## src/source/fp_cmp_cfg.svh

```systemverilog
/*
 * Single-precision format widths, request tag width
 * and Wishbone word-address width
 */
`ifndef FP_CMP_CFG_SVH
`define FP_CMP_CFG_SVH

// IEEE 754 binary32 layout
`define FP_FLEN 32
`define FP_EXPO_WIDTH 8
`define FP_FRAC_WIDTH 23

`define FP_TAG_WIDTH 4 // Host request tag

// Word address, five registers used
`define FP_ADDR_WIDTH 3

`endif

```

## src/source/fp_format_pkg.sv

```systemverilog
/*
 * Floating-point format types: special-case code,
 * shared compare/min/max function code, canonical NaN
 */
`default_nettype none

package fp_format_pkg;

    `include "fp_cmp_cfg.svh"

    // One code per operand, at most one bit set
    typedef struct packed {
        logic snan; // Signaling NaN
        logic qnan; // Quiet NaN
        logic zero; // +0 or -0
    } fp_special_t;

    // Function code as seen by the units
    typedef logic [2:0] fp_fn3_t;

    localparam fp_fn3_t FN3_FLE  = 3'b000;
    localparam fp_fn3_t FN3_FLT  = 3'b001;
    localparam fp_fn3_t FN3_FEQ  = 3'b010;
    localparam fp_fn3_t FN3_FMIN = 3'b000; // Min/max unit reuses the low codes
    localparam fp_fn3_t FN3_FMAX = 3'b001;

    // Quiet NaN with positive sign and only the top fraction bit set
    localparam logic [`FP_FLEN-1:0] CANONICAL_NAN = 32'h7FC0_0000;

endpackage

`default_nettype wire

```

## src/source/fp_bus_pkg.sv

```systemverilog
/*
 * Bus-side types: register map, host operation encoding,
 * command, status and flag field positions
 */
`default_nettype none

package fp_bus_pkg;

    `include "fp_cmp_cfg.svh"

    // Register map, word addresses
    localparam logic [`FP_ADDR_WIDTH-1:0] REG_RS1    = 3'd0;
    localparam logic [`FP_ADDR_WIDTH-1:0] REG_RS2    = 3'd1;
    localparam logic [`FP_ADDR_WIDTH-1:0] REG_CMD    = 3'd2; // Write cmd, read status
    localparam logic [`FP_ADDR_WIDTH-1:0] REG_RESULT = 3'd3; // Read clears valid
    localparam logic [`FP_ADDR_WIDTH-1:0] REG_FFLAGS = 3'd4; // Any write clears

    // Host operation, cmd bits 2:0
    typedef enum logic [2:0] {
        OP_FLE  = 3'd0,
        OP_FLT  = 3'd1,
        OP_FEQ  = 3'd2,
        OP_FMIN = 3'd3,
        OP_FMAX = 3'd4
    } fp_op_t;

    localparam int CMD_OP_LSB       = 0;
    localparam int CMD_TAG_LSB      = 4; // Same place in cmd and status
    localparam int STATUS_VALID_BIT = 8;
    localparam int FFLAGS_NV_BIT    = 4; // Invalid, as in RISC-V fflags

endpackage

`default_nettype wire

```

## src/source/fp_classify.sv

```systemverilog
/*
 * Operand classifier: special-case codes for both operands
 * and the magnitude-order swap bit
 */
`default_nettype none
`timescale 1ns/1ns

`include "fp_cmp_cfg.svh"

module fp_classify (
    input  logic [`FP_FLEN-1:0]       rs1,
    input  logic [`FP_FLEN-1:0]       rs2,
    output fp_format_pkg::fp_special_t rs1_special,
    output fp_format_pkg::fp_special_t rs2_special,
    output logic                      swap
);

    logic [`FP_EXPO_WIDTH-1:0] rs1_expo;
    logic [`FP_EXPO_WIDTH-1:0] rs2_expo;
    logic [`FP_FRAC_WIDTH-1:0] rs1_frac;
    logic [`FP_FRAC_WIDTH-1:0] rs2_frac;
    logic                      rs1_nan;
    logic                      rs2_nan;

    //////////////////////////////////////////////////////////////////////
    // Field unpack
    assign rs1_expo = rs1[`FP_FLEN-2 -: `FP_EXPO_WIDTH];
    assign rs2_expo = rs2[`FP_FLEN-2 -: `FP_EXPO_WIDTH];
    assign rs1_frac = rs1[0 +: `FP_FRAC_WIDTH];
    assign rs2_frac = rs2[0 +: `FP_FRAC_WIDTH];

    //////////////////////////////////////////////////////////////////////
    // Special cases

    // All-ones exponent, nonzero fraction
    assign rs1_nan = (&rs1_expo) & (|rs1_frac);
    assign rs2_nan = (&rs2_expo) & (|rs2_frac);

    // Top fraction bit picks quiet over signaling
    assign rs1_special.snan = rs1_nan & ~rs1_frac[`FP_FRAC_WIDTH-1];
    assign rs1_special.qnan = rs1_nan &  rs1_frac[`FP_FRAC_WIDTH-1];
    assign rs1_special.zero = ~(|rs1_expo) & ~(|rs1_frac); // Either sign

    assign rs2_special.snan = rs2_nan & ~rs2_frac[`FP_FRAC_WIDTH-1];
    assign rs2_special.qnan = rs2_nan &  rs2_frac[`FP_FRAC_WIDTH-1];
    assign rs2_special.zero = ~(|rs2_expo) & ~(|rs2_frac);

    //////////////////////////////////////////////////////////////////////
    // Magnitude order

    // Exponent above fraction, so one unsigned compare covers both
    assign swap = {rs1_expo, rs1_frac} < {rs2_expo, rs2_frac};

endmodule

`default_nettype wire

```

## src/source/fp_cmp.sv

```systemverilog
/*
 * FEQ/FLT/FLE unit, one cycle latency
 * Quiet FEQ, signaling FLT and FLE
 */
`default_nettype none
`timescale 1ns/1ns

`include "fp_cmp_cfg.svh"

module fp_cmp (
    input  logic                       clk,
    input  logic                       reset,
    input  logic                       request,
    input  fp_format_pkg::fp_fn3_t     fn3,
    input  logic [`FP_TAG_WIDTH-1:0]   tag,
    input  logic [`FP_FLEN-1:0]        rs1,
    input  logic [`FP_FLEN-1:0]        rs2,
    input  fp_format_pkg::fp_special_t rs1_special,
    input  fp_format_pkg::fp_special_t rs2_special,
    input  logic                       swap,
    output logic                       done,
    output logic [`FP_TAG_WIDTH-1:0]   result_tag,
    output logic [`FP_FLEN-1:0]        result,
    output logic                       invalid
);

    logic rs1_sign, rs2_sign;
    logic sign_equ, expo_equ, frac_equ;
    logic any_nan, any_snan, both_zero;
    logic feq, flt, fle;
    logic cmp_bit; // Selected result before register
    logic invalid_next;

    assign rs1_sign  = rs1[`FP_FLEN-1];
    assign rs2_sign  = rs2[`FP_FLEN-1];
    assign any_nan   = rs1_special.snan | rs1_special.qnan | rs2_special.snan | rs2_special.qnan;
    assign any_snan  = rs1_special.snan | rs2_special.snan;
    assign both_zero = rs1_special.zero & rs2_special.zero;

    //////////////////////////////////////////////////////////////////////
    // Ordering
    assign sign_equ = rs1_sign == rs2_sign;
    assign expo_equ = rs1[`FP_FLEN-2 -: `FP_EXPO_WIDTH] == rs2[`FP_FLEN-2 -: `FP_EXPO_WIDTH];
    assign frac_equ = rs1[0 +: `FP_FRAC_WIDTH] == rs2[0 +: `FP_FRAC_WIDTH];

    assign feq = both_zero | (sign_equ & expo_equ & frac_equ); // +0 == -0

    always_comb begin
        if (sign_equ)
            flt = (swap ^ rs1_sign) & ~feq; // Negatives reverse magnitude order
        else
            flt = rs1_sign & ~both_zero;
    end

    assign fle = flt | feq;

    // Unordered results are always 0
    always_comb begin
        case (fn3)
            fp_format_pkg::FN3_FLT: cmp_bit = flt & ~any_nan;
            fp_format_pkg::FN3_FEQ: cmp_bit = feq & ~any_nan;
            default:                cmp_bit = fle & ~any_nan;
        endcase
    end

    // FEQ flags only sNaN, FLT/FLE flag any NaN
    assign invalid_next = (fn3 == fp_format_pkg::FN3_FEQ) ? any_snan : any_nan;

    //////////////////////////////////////////////////////////////////////
    // Output register
    always_ff @(posedge clk) begin
        if (reset)
            done <= 1'b0;
        else
            done <= request;
    end

    always_ff @(posedge clk) begin
        result_tag <= tag;
        result     <= {{(`FP_FLEN-1){1'b0}}, cmp_bit}; // Zero extend to XLEN
        invalid    <= invalid_next;
    end

endmodule

`default_nettype wire

```

## src/source/fp_minmax.sv

```systemverilog
/*
 * FMIN/FMAX unit, one cycle latency
 * RISC-V NaN propagation and signed-zero order
 */
`default_nettype none
`timescale 1ns/1ns

`include "fp_cmp_cfg.svh"

module fp_minmax (
    input  logic                       clk,
    input  logic                       reset,
    input  logic                       request,
    input  fp_format_pkg::fp_fn3_t     fn3,
    input  logic [`FP_TAG_WIDTH-1:0]   tag,
    input  logic [`FP_FLEN-1:0]        rs1,
    input  logic [`FP_FLEN-1:0]        rs2,
    input  fp_format_pkg::fp_special_t rs1_special,
    input  fp_format_pkg::fp_special_t rs2_special,
    input  logic                       swap,
    output logic                       done,
    output logic [`FP_TAG_WIDTH-1:0]   result_tag,
    output logic [`FP_FLEN-1:0]        result,
    output logic                       invalid
);

    logic                rs1_sign, rs2_sign;
    logic                rs1_nan, rs2_nan;
    logic                rs1_lt; // rs1 orders below rs2
    logic                pick_rs1;
    logic [`FP_FLEN-1:0] result_next;

    assign rs1_sign = rs1[`FP_FLEN-1];
    assign rs2_sign = rs2[`FP_FLEN-1];
    assign rs1_nan  = rs1_special.snan | rs1_special.qnan;
    assign rs2_nan  = rs2_special.snan | rs2_special.qnan;

    //////////////////////////////////////////////////////////////////////
    // Ordering
    always_comb begin
        if (rs1_special.zero & rs2_special.zero)
            rs1_lt = rs1_sign & ~rs2_sign; // -0 below +0
        else if (rs1_sign == rs2_sign)
            rs1_lt = swap ^ rs1_sign;
        else
            rs1_lt = rs1_sign;
    end

    assign pick_rs1 = (fn3 == fp_format_pkg::FN3_FMAX) ? ~rs1_lt : rs1_lt;

    // NaN inputs lose to any number
    always_comb begin
        if (rs1_nan & rs2_nan)
            result_next = fp_format_pkg::CANONICAL_NAN;
        else if (rs1_nan)
            result_next = rs2;
        else if (rs2_nan)
            result_next = rs1;
        else
            result_next = pick_rs1 ? rs1 : rs2;
    end

    //////////////////////////////////////////////////////////////////////
    // Output register
    always_ff @(posedge clk) begin
        if (reset)
            done <= 1'b0;
        else
            done <= request;
    end

    always_ff @(posedge clk) begin
        result_tag <= tag;
        result     <= result_next;
        invalid    <= rs1_special.snan | rs2_special.snan; // Only sNaN for min/max
    end

endmodule

`default_nettype wire

```

## src/source/fp_wb_regs.sv

```systemverilog
/*
 * Wishbone classic slave: operand and command registers, issue decode,
 * result capture, status and sticky invalid flag
 */
`default_nettype none
`timescale 1ns/1ns

`include "fp_cmp_cfg.svh"

module fp_wb_regs (
    input  logic                      clk,
    input  logic                      reset,
    input  logic                      wb_cyc,
    input  logic                      wb_stb,
    input  logic                      wb_we,
    input  logic [`FP_ADDR_WIDTH-1:0] wb_adr,
    input  logic [`FP_FLEN-1:0]       wb_dat_i,
    output logic [`FP_FLEN-1:0]       wb_dat_o,
    output logic                      wb_ack,
    output logic [`FP_FLEN-1:0]       rs1,
    output logic [`FP_FLEN-1:0]       rs2,
    output logic                      cmp_request,
    output logic                      minmax_request,
    output fp_format_pkg::fp_fn3_t    fn3,
    output logic [`FP_TAG_WIDTH-1:0]  tag,
    input  logic                      cmp_done,
    input  logic [`FP_TAG_WIDTH-1:0]  cmp_tag,
    input  logic [`FP_FLEN-1:0]       cmp_result,
    input  logic                      cmp_invalid,
    input  logic                      minmax_done,
    input  logic [`FP_TAG_WIDTH-1:0]  minmax_tag,
    input  logic [`FP_FLEN-1:0]       minmax_result,
    input  logic                      minmax_invalid
);

    logic                     bus_wr, bus_rd; // Qualified by ack
    logic                     cmd_wr;
    fp_bus_pkg::fp_op_t       cmd_op;
    logic [`FP_FLEN-1:0]      result_q;
    logic [`FP_TAG_WIDTH-1:0] tag_q;
    logic                     valid_q;
    logic                     invalid_q;  // Sticky
    logic                     done_invalid;

    //////////////////////////////////////////////////////////////////////
    // Bus handshake, one wait state
    always_ff @(posedge clk) begin
        if (reset)
            wb_ack <= 1'b0;
        else
            wb_ack <= wb_cyc & wb_stb & ~wb_ack; // Single-cycle ack
    end

    assign bus_wr = wb_cyc & wb_stb & wb_ack & wb_we;
    assign bus_rd = wb_cyc & wb_stb & wb_ack & ~wb_we;
    assign cmd_wr = bus_wr & (wb_adr == fp_bus_pkg::REG_CMD);

    //////////////////////////////////////////////////////////////////////
    // Command decode
    assign cmd_op = fp_bus_pkg::fp_op_t'(wb_dat_i[fp_bus_pkg::CMD_OP_LSB +: 3]);
    assign tag    = wb_dat_i[fp_bus_pkg::CMD_TAG_LSB +: `FP_TAG_WIDTH];

    always_comb begin
        cmp_request    = 1'b0;
        minmax_request = 1'b0;
        fn3            = fp_format_pkg::FN3_FLE;
        case (cmd_op)
            fp_bus_pkg::OP_FLE: cmp_request = cmd_wr;
            fp_bus_pkg::OP_FLT: begin
                cmp_request = cmd_wr;
                fn3         = fp_format_pkg::FN3_FLT;
            end
            fp_bus_pkg::OP_FEQ: begin
                cmp_request = cmd_wr;
                fn3         = fp_format_pkg::FN3_FEQ;
            end
            fp_bus_pkg::OP_FMIN: begin
                minmax_request = cmd_wr;
                fn3            = fp_format_pkg::FN3_FMIN;
            end
            fp_bus_pkg::OP_FMAX: begin
                minmax_request = cmd_wr;
                fn3            = fp_format_pkg::FN3_FMAX;
            end
            default: ; // Undefined op issues nothing
        endcase
    end

    //////////////////////////////////////////////////////////////////////
    // Registers
    assign done_invalid = (cmp_done & cmp_invalid) | (minmax_done & minmax_invalid);

    always_ff @(posedge clk) begin
        if (reset) begin
            rs1       <= '0;
            rs2       <= '0;
            result_q  <= '0;
            tag_q     <= '0;
            valid_q   <= 1'b0;
            invalid_q <= 1'b0;
        end else begin
            if (bus_wr && wb_adr == fp_bus_pkg::REG_RS1)
                rs1 <= wb_dat_i;
            if (bus_wr && wb_adr == fp_bus_pkg::REG_RS2)
                rs2 <= wb_dat_i;

            // New result wins over a same-cycle read clear
            if (cmp_done) begin
                result_q <= cmp_result;
                tag_q    <= cmp_tag;
                valid_q  <= 1'b1;
            end else if (minmax_done) begin
                result_q <= minmax_result;
                tag_q    <= minmax_tag;
                valid_q  <= 1'b1;
            end else if (bus_rd && wb_adr == fp_bus_pkg::REG_RESULT) begin
                valid_q  <= 1'b0;
            end

            if (bus_wr && wb_adr == fp_bus_pkg::REG_FFLAGS)
                invalid_q <= done_invalid; // Clear, keep a flag arriving now
            else
                invalid_q <= invalid_q | done_invalid;
        end
    end

    //////////////////////////////////////////////////////////////////////
    // Read mux, valid during ack
    always_comb begin
        wb_dat_o = '0;
        case (wb_adr)
            fp_bus_pkg::REG_RS1:    wb_dat_o = rs1;
            fp_bus_pkg::REG_RS2:    wb_dat_o = rs2;
            fp_bus_pkg::REG_CMD: begin
                wb_dat_o[fp_bus_pkg::STATUS_VALID_BIT]                 = valid_q;
                wb_dat_o[fp_bus_pkg::CMD_TAG_LSB +: `FP_TAG_WIDTH] = tag_q;
            end
            fp_bus_pkg::REG_RESULT: wb_dat_o = result_q;
            fp_bus_pkg::REG_FFLAGS: wb_dat_o[fp_bus_pkg::FFLAGS_NV_BIT] = invalid_q;
            default: ;
        endcase
    end

endmodule

`default_nettype wire

```

## src/source/fp_cmp_top.sv

```systemverilog
/*
 * Compare coprocessor top: bus registers, classifier,
 * compare unit and min/max unit
 */
`default_nettype none
`timescale 1ns/1ns

`include "fp_cmp_cfg.svh"

module fp_cmp_top (
    input  logic                      clk,
    input  logic                      reset,
    input  logic                      wb_cyc,
    input  logic                      wb_stb,
    input  logic                      wb_we,
    input  logic [`FP_ADDR_WIDTH-1:0] wb_adr,
    input  logic [`FP_FLEN-1:0]       wb_dat_i,
    output logic [`FP_FLEN-1:0]       wb_dat_o,
    output logic                      wb_ack
);

    // Operands and classification, shared by both units
    logic [`FP_FLEN-1:0]        rs1, rs2;
    fp_format_pkg::fp_special_t rs1_special, rs2_special;
    logic                       swap;

    // Issue side
    logic                       cmp_request, minmax_request;
    fp_format_pkg::fp_fn3_t     fn3;
    logic [`FP_TAG_WIDTH-1:0]   tag;

    // Completion side, one unit at a time
    logic                       cmp_done, minmax_done;
    logic [`FP_TAG_WIDTH-1:0]   cmp_tag, minmax_tag;
    logic [`FP_FLEN-1:0]        cmp_result, minmax_result;
    logic                       cmp_invalid, minmax_invalid;

    fp_wb_regs regs_i (.*);

    fp_classify classify_i (.rs1, .rs2, .rs1_special, .rs2_special, .swap);

    fp_cmp cmp_i (
        .clk, .reset, .request(cmp_request), .fn3, .tag,
        .rs1, .rs2, .rs1_special, .rs2_special, .swap,
        .done(cmp_done), .result_tag(cmp_tag), .result(cmp_result), .invalid(cmp_invalid)
    );

    fp_minmax minmax_i (
        .clk, .reset, .request(minmax_request), .fn3, .tag,
        .rs1, .rs2, .rs1_special, .rs2_special, .swap,
        .done(minmax_done), .result_tag(minmax_tag), .result(minmax_result),
        .invalid(minmax_invalid)
    );

endmodule

`default_nettype wire

```

## config.mk

```make
export PLATFORM = sky130hd
export DESIGN_NAME = fp_cmp_top
export DESIGN_NICKNAME = d
export VERILOG_FILES = /design/src/source/fp_format_pkg.sv /design/src/source/fp_bus_pkg.sv /design/src/source/fp_classify.sv /design/src/source/fp_cmp.sv /design/src/source/fp_minmax.sv /design/src/source/fp_wb_regs.sv /design/src/source/fp_cmp_top.sv
export VERILOG_INCLUDE_DIRS = /design/src /design/src/source
export SDC_FILE = /design/constraint.sdc
export NUM_CORES = 1
export LEC_CHECK = 0
export BUFFER_PORTS_ARGS = -buffer_cell sky130_fd_sc_hd__buf_2
export CAP_MARGIN = 25
export CORE_ASPECT_RATIO = 0.7
export CORE_MARGIN = 3
export CORE_UTILIZATION = 40
export CTS_CLUSTER_SIZE = 24
export DETAILED_ROUTE_END_ITERATION = 12
export PLACE_DENSITY = 0.66
export SKIP_LAST_GASP = 1
export SYNTH_ARGS = -nofsm -noshare
export SYNTH_HDL_FRONTEND = slang
export SYNTH_HIERARCHICAL = 1
export SYNTH_SLANG_ARGS = --single-unit
```

## constraint.sdc

```tcl
create_clock -name clk -period 4.25 [get_ports clk]
set_input_delay 0.6375 -clock clk [delete_from_list [all_inputs] [get_ports clk]]
set_output_delay 0.6375 -clock clk [all_outputs]
set_load 0.03 [all_outputs]
```

==> results_dict.tcl, run 1 <==
set metrics [dict create \
    critical_path.max_fanout 22 \
    final_layout_size_suffix_gt1_share_pct 21.7 \
    cts-resized-gates 0 \
    mostFrequentLayoutCells "dfxtp_1, mux2i_1, nand2b_1" \
    cp_cell_sequence "inv_1 > ha_1 > a21oi_1 > o21ai_0 > a221oi_1 > o21ai_1 > a31oi_1 > nor2b_1 > o21ai_1 > a32oi_2 > o21a_2 > a22o_1" \
    cts_buffers 17 \
    power_frac_clock_pct 49.9 \
    grt_usage_pct 19.5 \
    avgSynthCellArea_um2 9.59 \
    initial_core_util_pct 41.6 \
    num_antenna_cells 0 \
    p_int_mw 2.39 \
    p_leak_nw 4.15 \
    wl_per_cell_um 18.0 \
    place.gp.congestion 0.883 \
    crit_required_ns 4.61 \
    grt_start_max_net_pins 100 \
    hold_path_depth 1 \
    io_pins 73 \
    insertion_delay_ns 0.42 \
    hold_violations 0 \
    coreArea_mm2 0.0202 \
    comb_power_share_pct 5.1 \
    tightest_slew_ns 0.913 \
    die_w_um 179 \
    overflow 0 \
    setup_tns_ns 0 \
    fmax_mhz 291 \
    drtIter0Drc 500 \
    power.sequential.fraction_pct 45.0 \
    ys_warn_count 6 \
    clockBufferDepth 2 \
    critPathArrivalTime_ns 3.80 \
    rr_worst_depth 12 \
    p_sw_uw 719 \
    num_rows 43 \
    cts_root_buf "clkbuf_16" \
    hpwl_mm 14.8 \
    hold_buffers 0 \
    setup_viol 0 \
    finalWirelength_mm 21.7 \
    cap_viol_max_count 0 \
    cp_slowest_cell "o21a_2" \
    grt_pass1_vias 5986 \
    dp.cells 1177 \
    path_clk_slew_ns 0.06 \
    synth_cells 875 \
    stdcell_count 1209 \
    hold_class "in2reg" \
    cts_tree "built" \
    ant_nets 0 \
    critical_path_class "reg2reg" \
    max_stage_delay_ns 0.56 \
    vias 6305 \
    synth_edf_count 0 \
    dr.pass1.iters 5 \
    yosysUniqueCellTypes 55 \
    antenna_found_initial 0 \
    layout_commonest_cell "dfxtp_1" \
    relSlewSlack_pct 39.1 \
    syn-cell-area_mm2 0.00839 \
    fillers 1921 \
    yosysSeqAreaShare_pct 35.3 \
    synth_flop_cell "dfxtp_1" \
    final_net_count 997 \
    endpoint_kind "register" \
    cts_sinks 148 \
    post-cts-setup-buffers 0 \
    fin_worst_skew_ns 0.00856 \
    powerDensity_mw_per_mm2 331 \
    grt_pass1_wl_mm 34.4 \
    cp_common_cell "o21ai_1" \
    start_kind "register" \
    drc 0 \
    die_y_um 127 \
    final_max_slew_viol_count 0 \
    ff2ff_setup_slack_ns 0.81 \
    timing.final.crit_period_ns 3.44 \
    finalCritPeriodShare_pct 80.9 \
    ys_ff_latch 148 \
    syn_to_final_growth_pct 12.2 \
    vdd_drop_max_mv 0.284 \
    status "complete, no violations" \
    rsz0062_at_grt "no" \
    htreeDepth 4 \
    netSwitchingFraction_pct 23.1 \
    synth-async-reset-ratio_pct 0 \
    vias_per_cell 5.22 \
    io_buffer_count 72 \
    die_area_mm2 0.0228 \
]
-- flip-flops by register name, summed over array words and instances (netlist names) --
name / cells
minmax_i/result: 32
regs_i/result_q: 32
regs_i/rs1: 32
regs_i/rs2: 32
cmp_i/result_tag: 4
minmax_i/result_tag: 4
regs_i/tag_q: 4
cmp_i/done: 1
cmp_i/invalid: 1
cmp_i/result: 1
minmax_i/done: 1
minmax_i/invalid: 1
regs_i/invalid_q: 1
regs_i/valid_q: 1
regs_i/wb_ack: 1
-- per-stage QoR --
step / power (mW) / utilization, % / area [um2] / worst slack (ns) / hold slack, ns
2_1_floorplan: 1.56 / - / 8500 / 1.47 / 0.440
3_3_place_gp: 1.59 / 43.5 / 8780 / 0.641 / 0.444
3_5_place_dp: 1.59 / 43.6 / 8790 / 0.885 / 0.462
4_1_cts: 3.13 / 46.5 / 9390 / 0.861 / 0.338
5_1_grt: 3.20 / 46.6 / 9410 / 0.582 / 0.345
6_report: 3.11 / 46.6 / 9410 / 0.812 / 0.347
-- power by group through the flow --
stage                     sequential (mW)  clock, mW  combinational (mW)
after floorplan                      1.43          0               0.128
after global placement               1.43          0               0.153
after detailed placement             1.43          0               0.156
after CTS                            1.40       1.57               0.157
after global routing                 1.40       1.63               0.173
final                                1.40       1.55               0.158
-- cell type report --
cell class | instances | area (um2) | area share, %
Sequential cell | 148 | 2970 | 31.5
Multi-Input combinational cell | 638 | 4880 | 51.8
Clock inverter | 12 | 156 | 1.66
Tap cell | 270 | 338 | 3.59
Clock buffer | 19 | 443 | 4.71
Inverter | 34 | 128 | 1.36
Timing Repair Buffer | 88 | 503 | 5.34
-- final timing paths --
path	startpoint	end
max	regs_i/rs2[22]	minmax_i/result[4]
min	wb_dat_i[7]	cmp_i/result_tag[3]
max reg2reg	regs_i/rs2[22]	minmax_i/result[4]
min reg2reg	cmp_i/result_tag[0]	regs_i/tag_q[0]
-- Yosys cell counts, drive strengths merged, types with 2 or more instances --
cell	n	area [um2]
a21o	3	22.5
a21oi	20	104
a221oi	2	23.8
a22o	22	193
a22oi	28	210
and3	2	12.5
and4	2	17.5
buf	66	465
clkbuf	19	71.3
conb	2	7.51
dfxtp	148	2960
ha	30	375
inv	34	128
mux2	63	709
mux2i	103	1030
mux4	4	90.1
nand2	20	75.1
nand2b	98	613
nand4	12	75.1
nor2	78	293
nor2b	9	56.3
nor3	5	30.0
nor3b	4	35.0
nor4	23	156
o21a	2	16.3
o21ai	13	72.6
o22a	9	78.8
o22ai	2	12.5
o31ai	2	15.0
or2	2	12.5
or3	5	31.3
xor2	32	280
-- critical path: cells and delay by family (launching register included) --
kind	cells	cell delay, ns
DFF	1	0.49
adders and majority gates	1	0.33
and+or+nand+nor	1	0.19
AOI/OAI and AO/OA	9	2.25
buffers and inverters	1	0.11
-- metal layers --
| metal | GRT usage [%] | routed length [um] |
|---|---|---|
| met5 | 0 | 0 |
| met4 | 4.35 | 211 |
| met3 | 3.95 | 1300 |
| met2 | 27.2 | 8780 |
| met1 | 30.7 | 11500 |
-- cell families (layout without fill, tap and decap cells) --
| logic type | Yosys count | after routing | synth area share, % |
|---|---|---|---|
| compound gates | 108 | 108 | 9.53 |
| xor+xnor | 33 | 33 | 3.45 |
| fa+ha+maj | 30 | 30 | 4.47 |
| buf+inv | 119 | 153 | 7.92 |
| flops | 148 | 148 | 35.3 |
| mux | 170 | 170 | 21.8 |
| other cells | 2 | 32 | 0.0895 |
| simple gates | 265 | 265 | 17.4 |
Note: power is estimated with default switching activity, not from simulation.
==> inputs of run 2 (changes only) <==
--- a/config.mk
+++ b/config.mk
@@ -13,7 +13,7 @@
 export CORE_UTILIZATION = 40
 export CTS_CLUSTER_SIZE = 24
 export DETAILED_ROUTE_END_ITERATION = 12
-export PLACE_DENSITY = 0.66
+export PLACE_DENSITY = 0.68
 export SKIP_LAST_GASP = 1
 export SYNTH_ARGS = -nofsm -noshare
 export SYNTH_HDL_FRONTEND = slang
==> constraint.sdc (replaced) <==
create_clock -name clk -period 2.9 [get_ports clk]
set_input_delay 0.435 -clock clk [delete_from_list [all_inputs] [get_ports clk]]
set_output_delay 0.435 -clock clk [all_outputs]
set_load 0.03 [all_outputs]
==> run 2 against run 1 <==
Net effect:
- the run now ends with negative setup slack left
- utilization rose by 4.2 points
- die area did not move
- global-route usage rose by 0.86 points
- total power rose by 44%
- critical endpoint is now minmax_i/result[5]
- largest cell class unchanged
- highest routed layer unchanged
==> results_dict.tcl, run 2 (synthesis results as in run 1) <==
set metrics [dict create \
    grt_usage_pct 20.4 \
    crit_required_ns 3.21 \
    num_antenna_cells 0 \
    initial_core_util_pct 41.6 \
    stdcell_count 1286 \
    path_clk_slew_ns 0.06 \
    io_pins 73 \
    p_leak_nw 4.64 \
    ant_nets 0 \
    finalWirelength_mm 22.9 \
    hpwl_mm 15.8 \
    violations "negative setup slack" \
    overflow 0 \
    worst_slack_ns -0.00328 \
    start_kind "register" \
    relSlewSlack_pct 50.0 \
    ff2ff_setup_slack_ns -0.003 \
    die_area_mm2 0.0228 \
    syn_to_final_growth_pct 22.4 \
    final_max_slew_viol_count 0 \
    setup_viol 1 \
    place.gp.congestion 0.858 \
    critical_path.max_fanout 5 \
    hold_ws_ns 0.141 \
    cap_viol_max_count 0 \
    met1_usage_pct 31.2 \
    vdd_drop_max_mv 0.406 \
    clockBufferDepth 2 \
    dr.pass1.iters 5 \
    fin_worst_skew_ns 0.00708 \
    cp_common_cell "buf_4" \
    powerDensity_mw_per_mm2 438 \
    cts_root_buf "clkbuf_16" \
    grt-busiest-layer "met1" \
    vias 6720 \
    r2r-end "minmax_i/result[5]" \
    drtIter0Drc 527 \
    setup_tns_ns -0.00328 \
    die_w_um 179 \
    critPathArrivalTime_ns 3.22 \
    finalCritPeriodShare_pct 100 \
    die_y_um 127 \
    grt_pass1_wl_mm 36.2 \
    use_met2_pct 29.2 \
    cts_tree "built" \
    power.sequential.fraction_pct 45.7 \
    cp_slowest_cell "o41ai_2" \
    use_met3_pct 4.31 \
    critical_path_class "reg2reg" \
    comb_power_share_pct 6.2 \
    mostFrequentLayoutCells "dfxtp_1, mux2i_1, nand2b_1" \
    coreArea_mm2 0.0202 \
    utilization_pct 50.9 \
    antenna_found_initial 0 \
    cts_sinks 148 \
    drc 0 \
    dp.cells 1245 \
    num_rows 43 \
    tightest_slew_ns 0.751 \
    p_sw_mw 1.02 \
    grt_pass1_vias 6591 \
    max_stage_delay_ns 0.39 \
    io_buffer_count 72 \
    timing.rr.start "regs_i/rs2[6]" \
    cts_buffers 17 \
    endpoint_kind "register" \
    layout_commonest_cell "dfxtp_1" \
    rr_worst_depth 16 \
    fmax_mhz 344 \
    htreeDepth 4 \
    critical_path.startpoint "regs_i/rs2[6]" \
    status "complete, but fails checks" \
    wl_per_cell_um 17.8 \
    hold_violations 0 \
    cp_cell_sequence "inv_2 > ha_4 > nand2_4 > o21ai_4 > a21oi_2 > o41ai_2 > buf_4 > a31oi_4 > nor2_1 > a21oi_1 > a32oi_2 > buf_4 > a21oi_4 > buf_12 > buf_16 > a22o_1" \
    hold_buffers 0 \
    crit_end "minmax_i/result[5]" \
    power_frac_clock_pct 48.1 \
    p_int_mw 3.47 \
    grt_start_max_net_pins 63 \
    rsz0062_at_grt "yes" \
    insertion_delay_ns 0.43 \
    vias_per_cell 5.23 \
    hold_class "in2reg" \
    final_net_count 1074 \
    netSwitchingFraction_pct 22.8 \
    timing.final.crit_period_ns 2.90 \
    final_layout_size_suffix_gt1_share_pct 30.8 \
]
==> run 2: how the worst min path moves through the flow <==
| stage | endpoint | cells past startpoint | slack [ns] | from |
|---|---|---|---|---|
| 2_1_floorplan | regs_i/result_q[0] | 2 | 0.44 | cmp_i/result[0] |
| 3_3_place_gp | regs_i/tag_q[2] | 2 | 0.45 | cmp_i/result_tag[2] |
| 3_5_place_dp | regs_i/tag_q[0] | 2 | 0.45 | cmp_i/result_tag[0] |
| 4_1_cts | minmax_i/result_tag[1] | 1 | 0.13 | wb_dat_i[5] |
| 5_1_grt | minmax_i/result_tag[1] | 1 | 0.12 | wb_dat_i[5] |
| 6_report | minmax_i/result_tag[1] | 1 | 0.14 | wb_dat_i[5] |
==> run 2: layout make-up <==
| type | instances | area (um2) |
|---|---|---|
| clock buffers | 21 | 460 |
| clock inverters | 10 | 108 |
| fillers | 1843 | 9910 |
| inverters | 34 | 128 |
| multi-input cells | 639 | 5090 |
| flip-flops and latches | 148 | 2970 |
| well taps | 270 | 338 |
| repair buffers | 164 | 1170 |
==> run 2: repair_timing <==
| item | CTS | global route |
|---|---|---|
| gates cloned | 5 | 0 |
| gates resized for setup | 36 | 15 |
| buffers inserted | 6 | 0 |
| pin swaps | 30 | 16 |
| endpoints found under the setup margin | 32 | 32 |
==> run 2: power by group through the flow <==
stage                     clock (mW)  sequential [mW]  combinational, mW
after floorplan                    0             2.10              0.187
after global placement             0             2.10              0.236
after detailed placement           0             2.10              0.238
after CTS                       2.19             2.05              0.276
after global routing            2.27             2.05              0.303
final                           2.16             2.05              0.280
==> run 2: per-stage QoR <==
stage	power, mW	setup slack [ns]	cell area, um2
2_1_floorplan	2.29	0.118	8500
3_3_place_gp	2.33	-0.314	9330
3_5_place_dp	2.34	-0.409	9330
4_1_cts	4.52	-0.0355	10200
5_1_grt	4.63	-0.138	10300
6_report	4.50	-0.00328	10300
==> run 2: routing by layer <==
layer,part of all wire [%],routed length [um],up-vias
met5,0,0,-
met4,1.3,286,0
met3,5.8,1320,23
met2,41,9450,196
met1,52,11800,3231
li1,-,-,3270
==> run 2: critical path, delay by kind of cell, from the launching register on <==
| kind | cells | cell delay [ns] |
|---|---|---|
| buffers and inverters | 5 | 0.70 |
| AO/OA/AOI/OAI | 8 | 1.31 |
| flip-flops | 1 | 0.33 |
| adder cells (fa/ha/maj) | 1 | 0.28 |
| AND/OR/NAND/NOR | 2 | 0.16 |
==> inputs of run 3 (changes only) <==
--- a/config.mk
+++ b/config.mk
@@ -13,9 +13,8 @@
 export CORE_UTILIZATION = 40
 export CTS_CLUSTER_SIZE = 24
 export DETAILED_ROUTE_END_ITERATION = 12
-export PLACE_DENSITY = 0.68
+export PLACE_DENSITY = 0.69
 export SKIP_LAST_GASP = 1
 export SYNTH_ARGS = -nofsm -noshare
 export SYNTH_HDL_FRONTEND = slang
-export SYNTH_HIERARCHICAL = 1
 export SYNTH_SLANG_ARGS = --single-unit
==> run 3 against run 2 <==
Net effect:
- the run now ends clean
- first-iteration DRC count grew 29%
- count of clock-buffer cells in the layout shrank 3
- hold slack gained 0.0081 ns
- total power grew 3.1%
- sequential power shrank 3%
- combinational power shrank 12%
- maximum frequency grew 4.2%
- utilization grew 2.1 points
- critical endpoint is now minmax_i.result[24]
- largest power group unchanged
==> results_dict.tcl, run 3 <==
set metrics [dict create \
    status "complete, no violations" \
    ys_warn_count 0 \
    setup_viol 0 \
    cts_buffers 17 \
    place_ws_ns -0.0249 \
    endpoint_kind "register" \
    grt_pass1_vias 5978 \
    final_layout_size_suffix_gt1_share_pct 26.3 \
    num_rows 39 \
    fillers 1589 \
    layout_commonest_cell "nand2_1" \
    hpwl_mm 14.1 \
    critical_path.max_fanout 7 \
    yosysTopAreaCell "dfxtp_1" \
    crit_required_ns 3.20 \
    clockBufferDepth 2 \
    rr_worst_depth 10 \
    cp_cell_sequence "inv_1 > ha_1 > and4_4 > a221oi_4 > a21boi_4 > or3_4 > and3_4 > nor3_4 > buf_6 > mux2_1" \
    hold_path_depth 1 \
    p_leak_nw 3.38 \
    finalWirelength_mm 21.0 \
    drtIter0Drc 681 \
    timing.final.crit_period_ns 2.79 \
    wl_per_cell_um 18.0 \
    path_clk_slew_ns 0.06 \
    yosysMostFrequentCell "nand2_1" \
    num_antenna_cells 0 \
    final_area_mm2 0.00874 \
    avgSynthCellArea_um2 8.24 \
    dp.cells 1132 \
    use_met2_pct 33.0 \
    yosysSeqAreaShare_pct 42.3 \
    cts_sinks 144 \
    synth_cells 828 \
    synth_fp_nets 902 \
    fin_worst_skew_ns 0.0150 \
    synth_edf_count 0 \
    htreeDepth 4 \
    die_y_um 115 \
    initial_core_util_pct 41.4 \
    mostFrequentLayoutCells "nand2_1, dfxtp_1, a21oi_1" \
    syn-cell-area_mm2 0.00682 \
    coreArea_mm2 0.0165 \
    dpl_cell_area_mm2 0.00775 \
    synth_flop_cell "dfxtp_1" \
    grt-busiest-layer "met2" \
    drc 0 \
    hold_class "in2reg" \
    ys_ff_latch 144 \
    vias_per_cell 5.48 \
    relSlewSlack_pct 45.9 \
    critPathArrivalTime_ns 3.09 \
    grt_start_max_net_pins 74 \
    cap_viol_max_count 0 \
    worst_slack_ns 0.115 \
    hold_end "minmax_i.result_tag[2]" \
    grt_pass1_wl_mm 32.3 \
    grt_usage_pct 22.3 \
    syn_to_final_growth_pct 28.1 \
    stdcell_count 1167 \
    yosysTopAreaCellShare_pct 42.3 \
    yosysUniqueCellTypes 49 \
    die_w_um 162 \
    tightest_slew_ns 0.812 \
    synth-async-reset-ratio_pct 0 \
    hold_violations 0 \
    final_net_count 1004 \
    powerDensity_mw_per_mm2 530 \
    r2r-end "minmax_i.result[24]" \
    use_met3_pct 5.44 \
    start_kind "register" \
    antenna_found_initial 0 \
    overflow 0 \
    ant_nets 0 \
    io_pins 73 \
    final_max_slew_viol_count 0 \
    cts_tree "built" \
    yosys-top-cells-count "nand2_1, dfxtp_1, a21oi_1" \
    dr.pass1.iters 6 \
    cts_root_buf "clkbuf_16" \
    critical_path.startpoint "regs_i.rs2[11]" \
    synthTopCellsByArea "dfxtp_1, nand2_1, a21oi_1" \
    timing.rr.start "regs_i.rs2[11]" \
    finalCritPeriodShare_pct 96.0 \
    die_area_mm2 0.0187 \
    met1_usage_pct 32.7 \
    vdd_drop_max_mv 0.346 \
    cp_slowest_cell "or3_4" \
    io_buffer_count 72 \
    vias 6397 \
    place.gp.congestion 0.954 \
    critical_path_class "reg2reg" \
    utilization_pct 53.0 \
    min_from "wb_dat_i[6]" \
    ff2ff_setup_slack_ns 0.11 \
    fmax_mhz 359 \
    insertion_delay_ns 0.42 \
    max_stage_delay_ns 0.36 \
]
## run 3: cell count changes in the layout (fill, tap and decap cells not counted), moves of 10 or more
cell	previous run	this run
nand2_1	17	173
nand2b_1	98	2
mux2i_1	103	32
a21oi_1	13	80
mux2_2	63	3
conb_1	32	0
xor2_1	32	1
o21ai_0	5	35
buf_4	85	63
dfxtp_1	140	125
dfxtp_2	8	18
nor2_1	77	67
## run 3: worst max-delay path by stage
| stage | to | slack (ns) | cells after the start |
|---|---|---|---|
| 2_1_floorplan | minmax_i.result[24] | 0.23 | 11 |
| 3_3_place_gp | minmax_i.result[30] | 0.05 | 11 |
| 3_5_place_dp | minmax_i.result[28] | -0.02 | 10 |
| 4_1_cts | minmax_i.result[30] | 0.01 | 10 |
| 5_1_grt | minmax_i.result[24] | -0.03 | 10 |
| 6_report | minmax_i.result[24] | 0.11 | 10 |
## run 3: cell type report
| cell class | count | area, um2 | share of cell area, % |
|---|---|---|---|
| clock buffer | 18 | 429 | 4.91 |
| clock inverter | 13 | 211 | 2.42 |
| inverter | 35 | 131 | 1.50 |
| multi-input combinational | 594 | 3890 | 44.5 |
| sequential | 144 | 2910 | 33.3 |
| tap | 225 | 282 | 3.22 |
| timing repair buffer | 138 | 885 | 10.1 |
## run 3: kinds of logic after synthesis
group	count (synthesis)	share of synthesized area, %
flip-flops	144	42.3
buffers and inverters	90	5.10
XOR/XNOR	1	0.128
adder cells (fa/ha/maj)	34	6.24
AND/OR/NAND/NOR	320	21.0
multiplexers	47	8.00
AO/OA/AOI/OAI	192	17.3
## run 3: routing by layer
metal	vias up	part of all wire (%)	wire length (um)
li1	3091	-	-
met1	2992	47	9950
met2	285	42	8800
met3	29	9.2	1920
met4	0	1.4	291
met5	-	0	0
## run 3: repair_timing
action | CTS | global route
gates resized for setup | 3 | 60
setup buffers | 0 | 4
setup endpoints to repair | 7 | 26
hold buffers | 0 | 0
pin swaps | 1 | 17
hold endpoints to repair | 0 | 0
## run 3: worst max-delay path, delay by kind of cell, from the launching register on
| family | cells | cell delay [ns] |
|---|---|---|
| adder cells (fa/ha/maj) | 1 | 0.31 |
| multiplexers | 1 | 0.32 |
| buffers and inverters | 2 | 0.24 |
| flip-flops | 1 | 0.35 |
| AO/OA/AOI/OAI | 2 | 0.45 |
| AND/OR/NAND/NOR | 4 | 0.99 |
## run 3: power breakdown
part           internal (mW)  switching, mW  leakage (nW)  total [mW]
registers               1.99        0.00325          1.17        1.99
logic                 0.0787          0.167          1.90       0.246
clock network           1.53          0.873         0.311        2.40
total                   3.59           1.04          3.38        4.64
## run 3: stage by stage
| step | hold slack [ns] | TNS [ns] | total power [mW] |
|---|---|---|---|
| 5_1_grt | 0.143 | -0.103 | 4.77 |
| 2_1_floorplan | 0.429 | 0 | 2.16 |
| 3_3_place_gp | 0.440 | 0 | 2.26 |
| 6_report | 0.149 | 0 | 4.64 |
| 3_5_place_dp | 0.446 | -0.0823 | 2.26 |
| 4_1_cts | 0.140 | 0 | 4.65 |
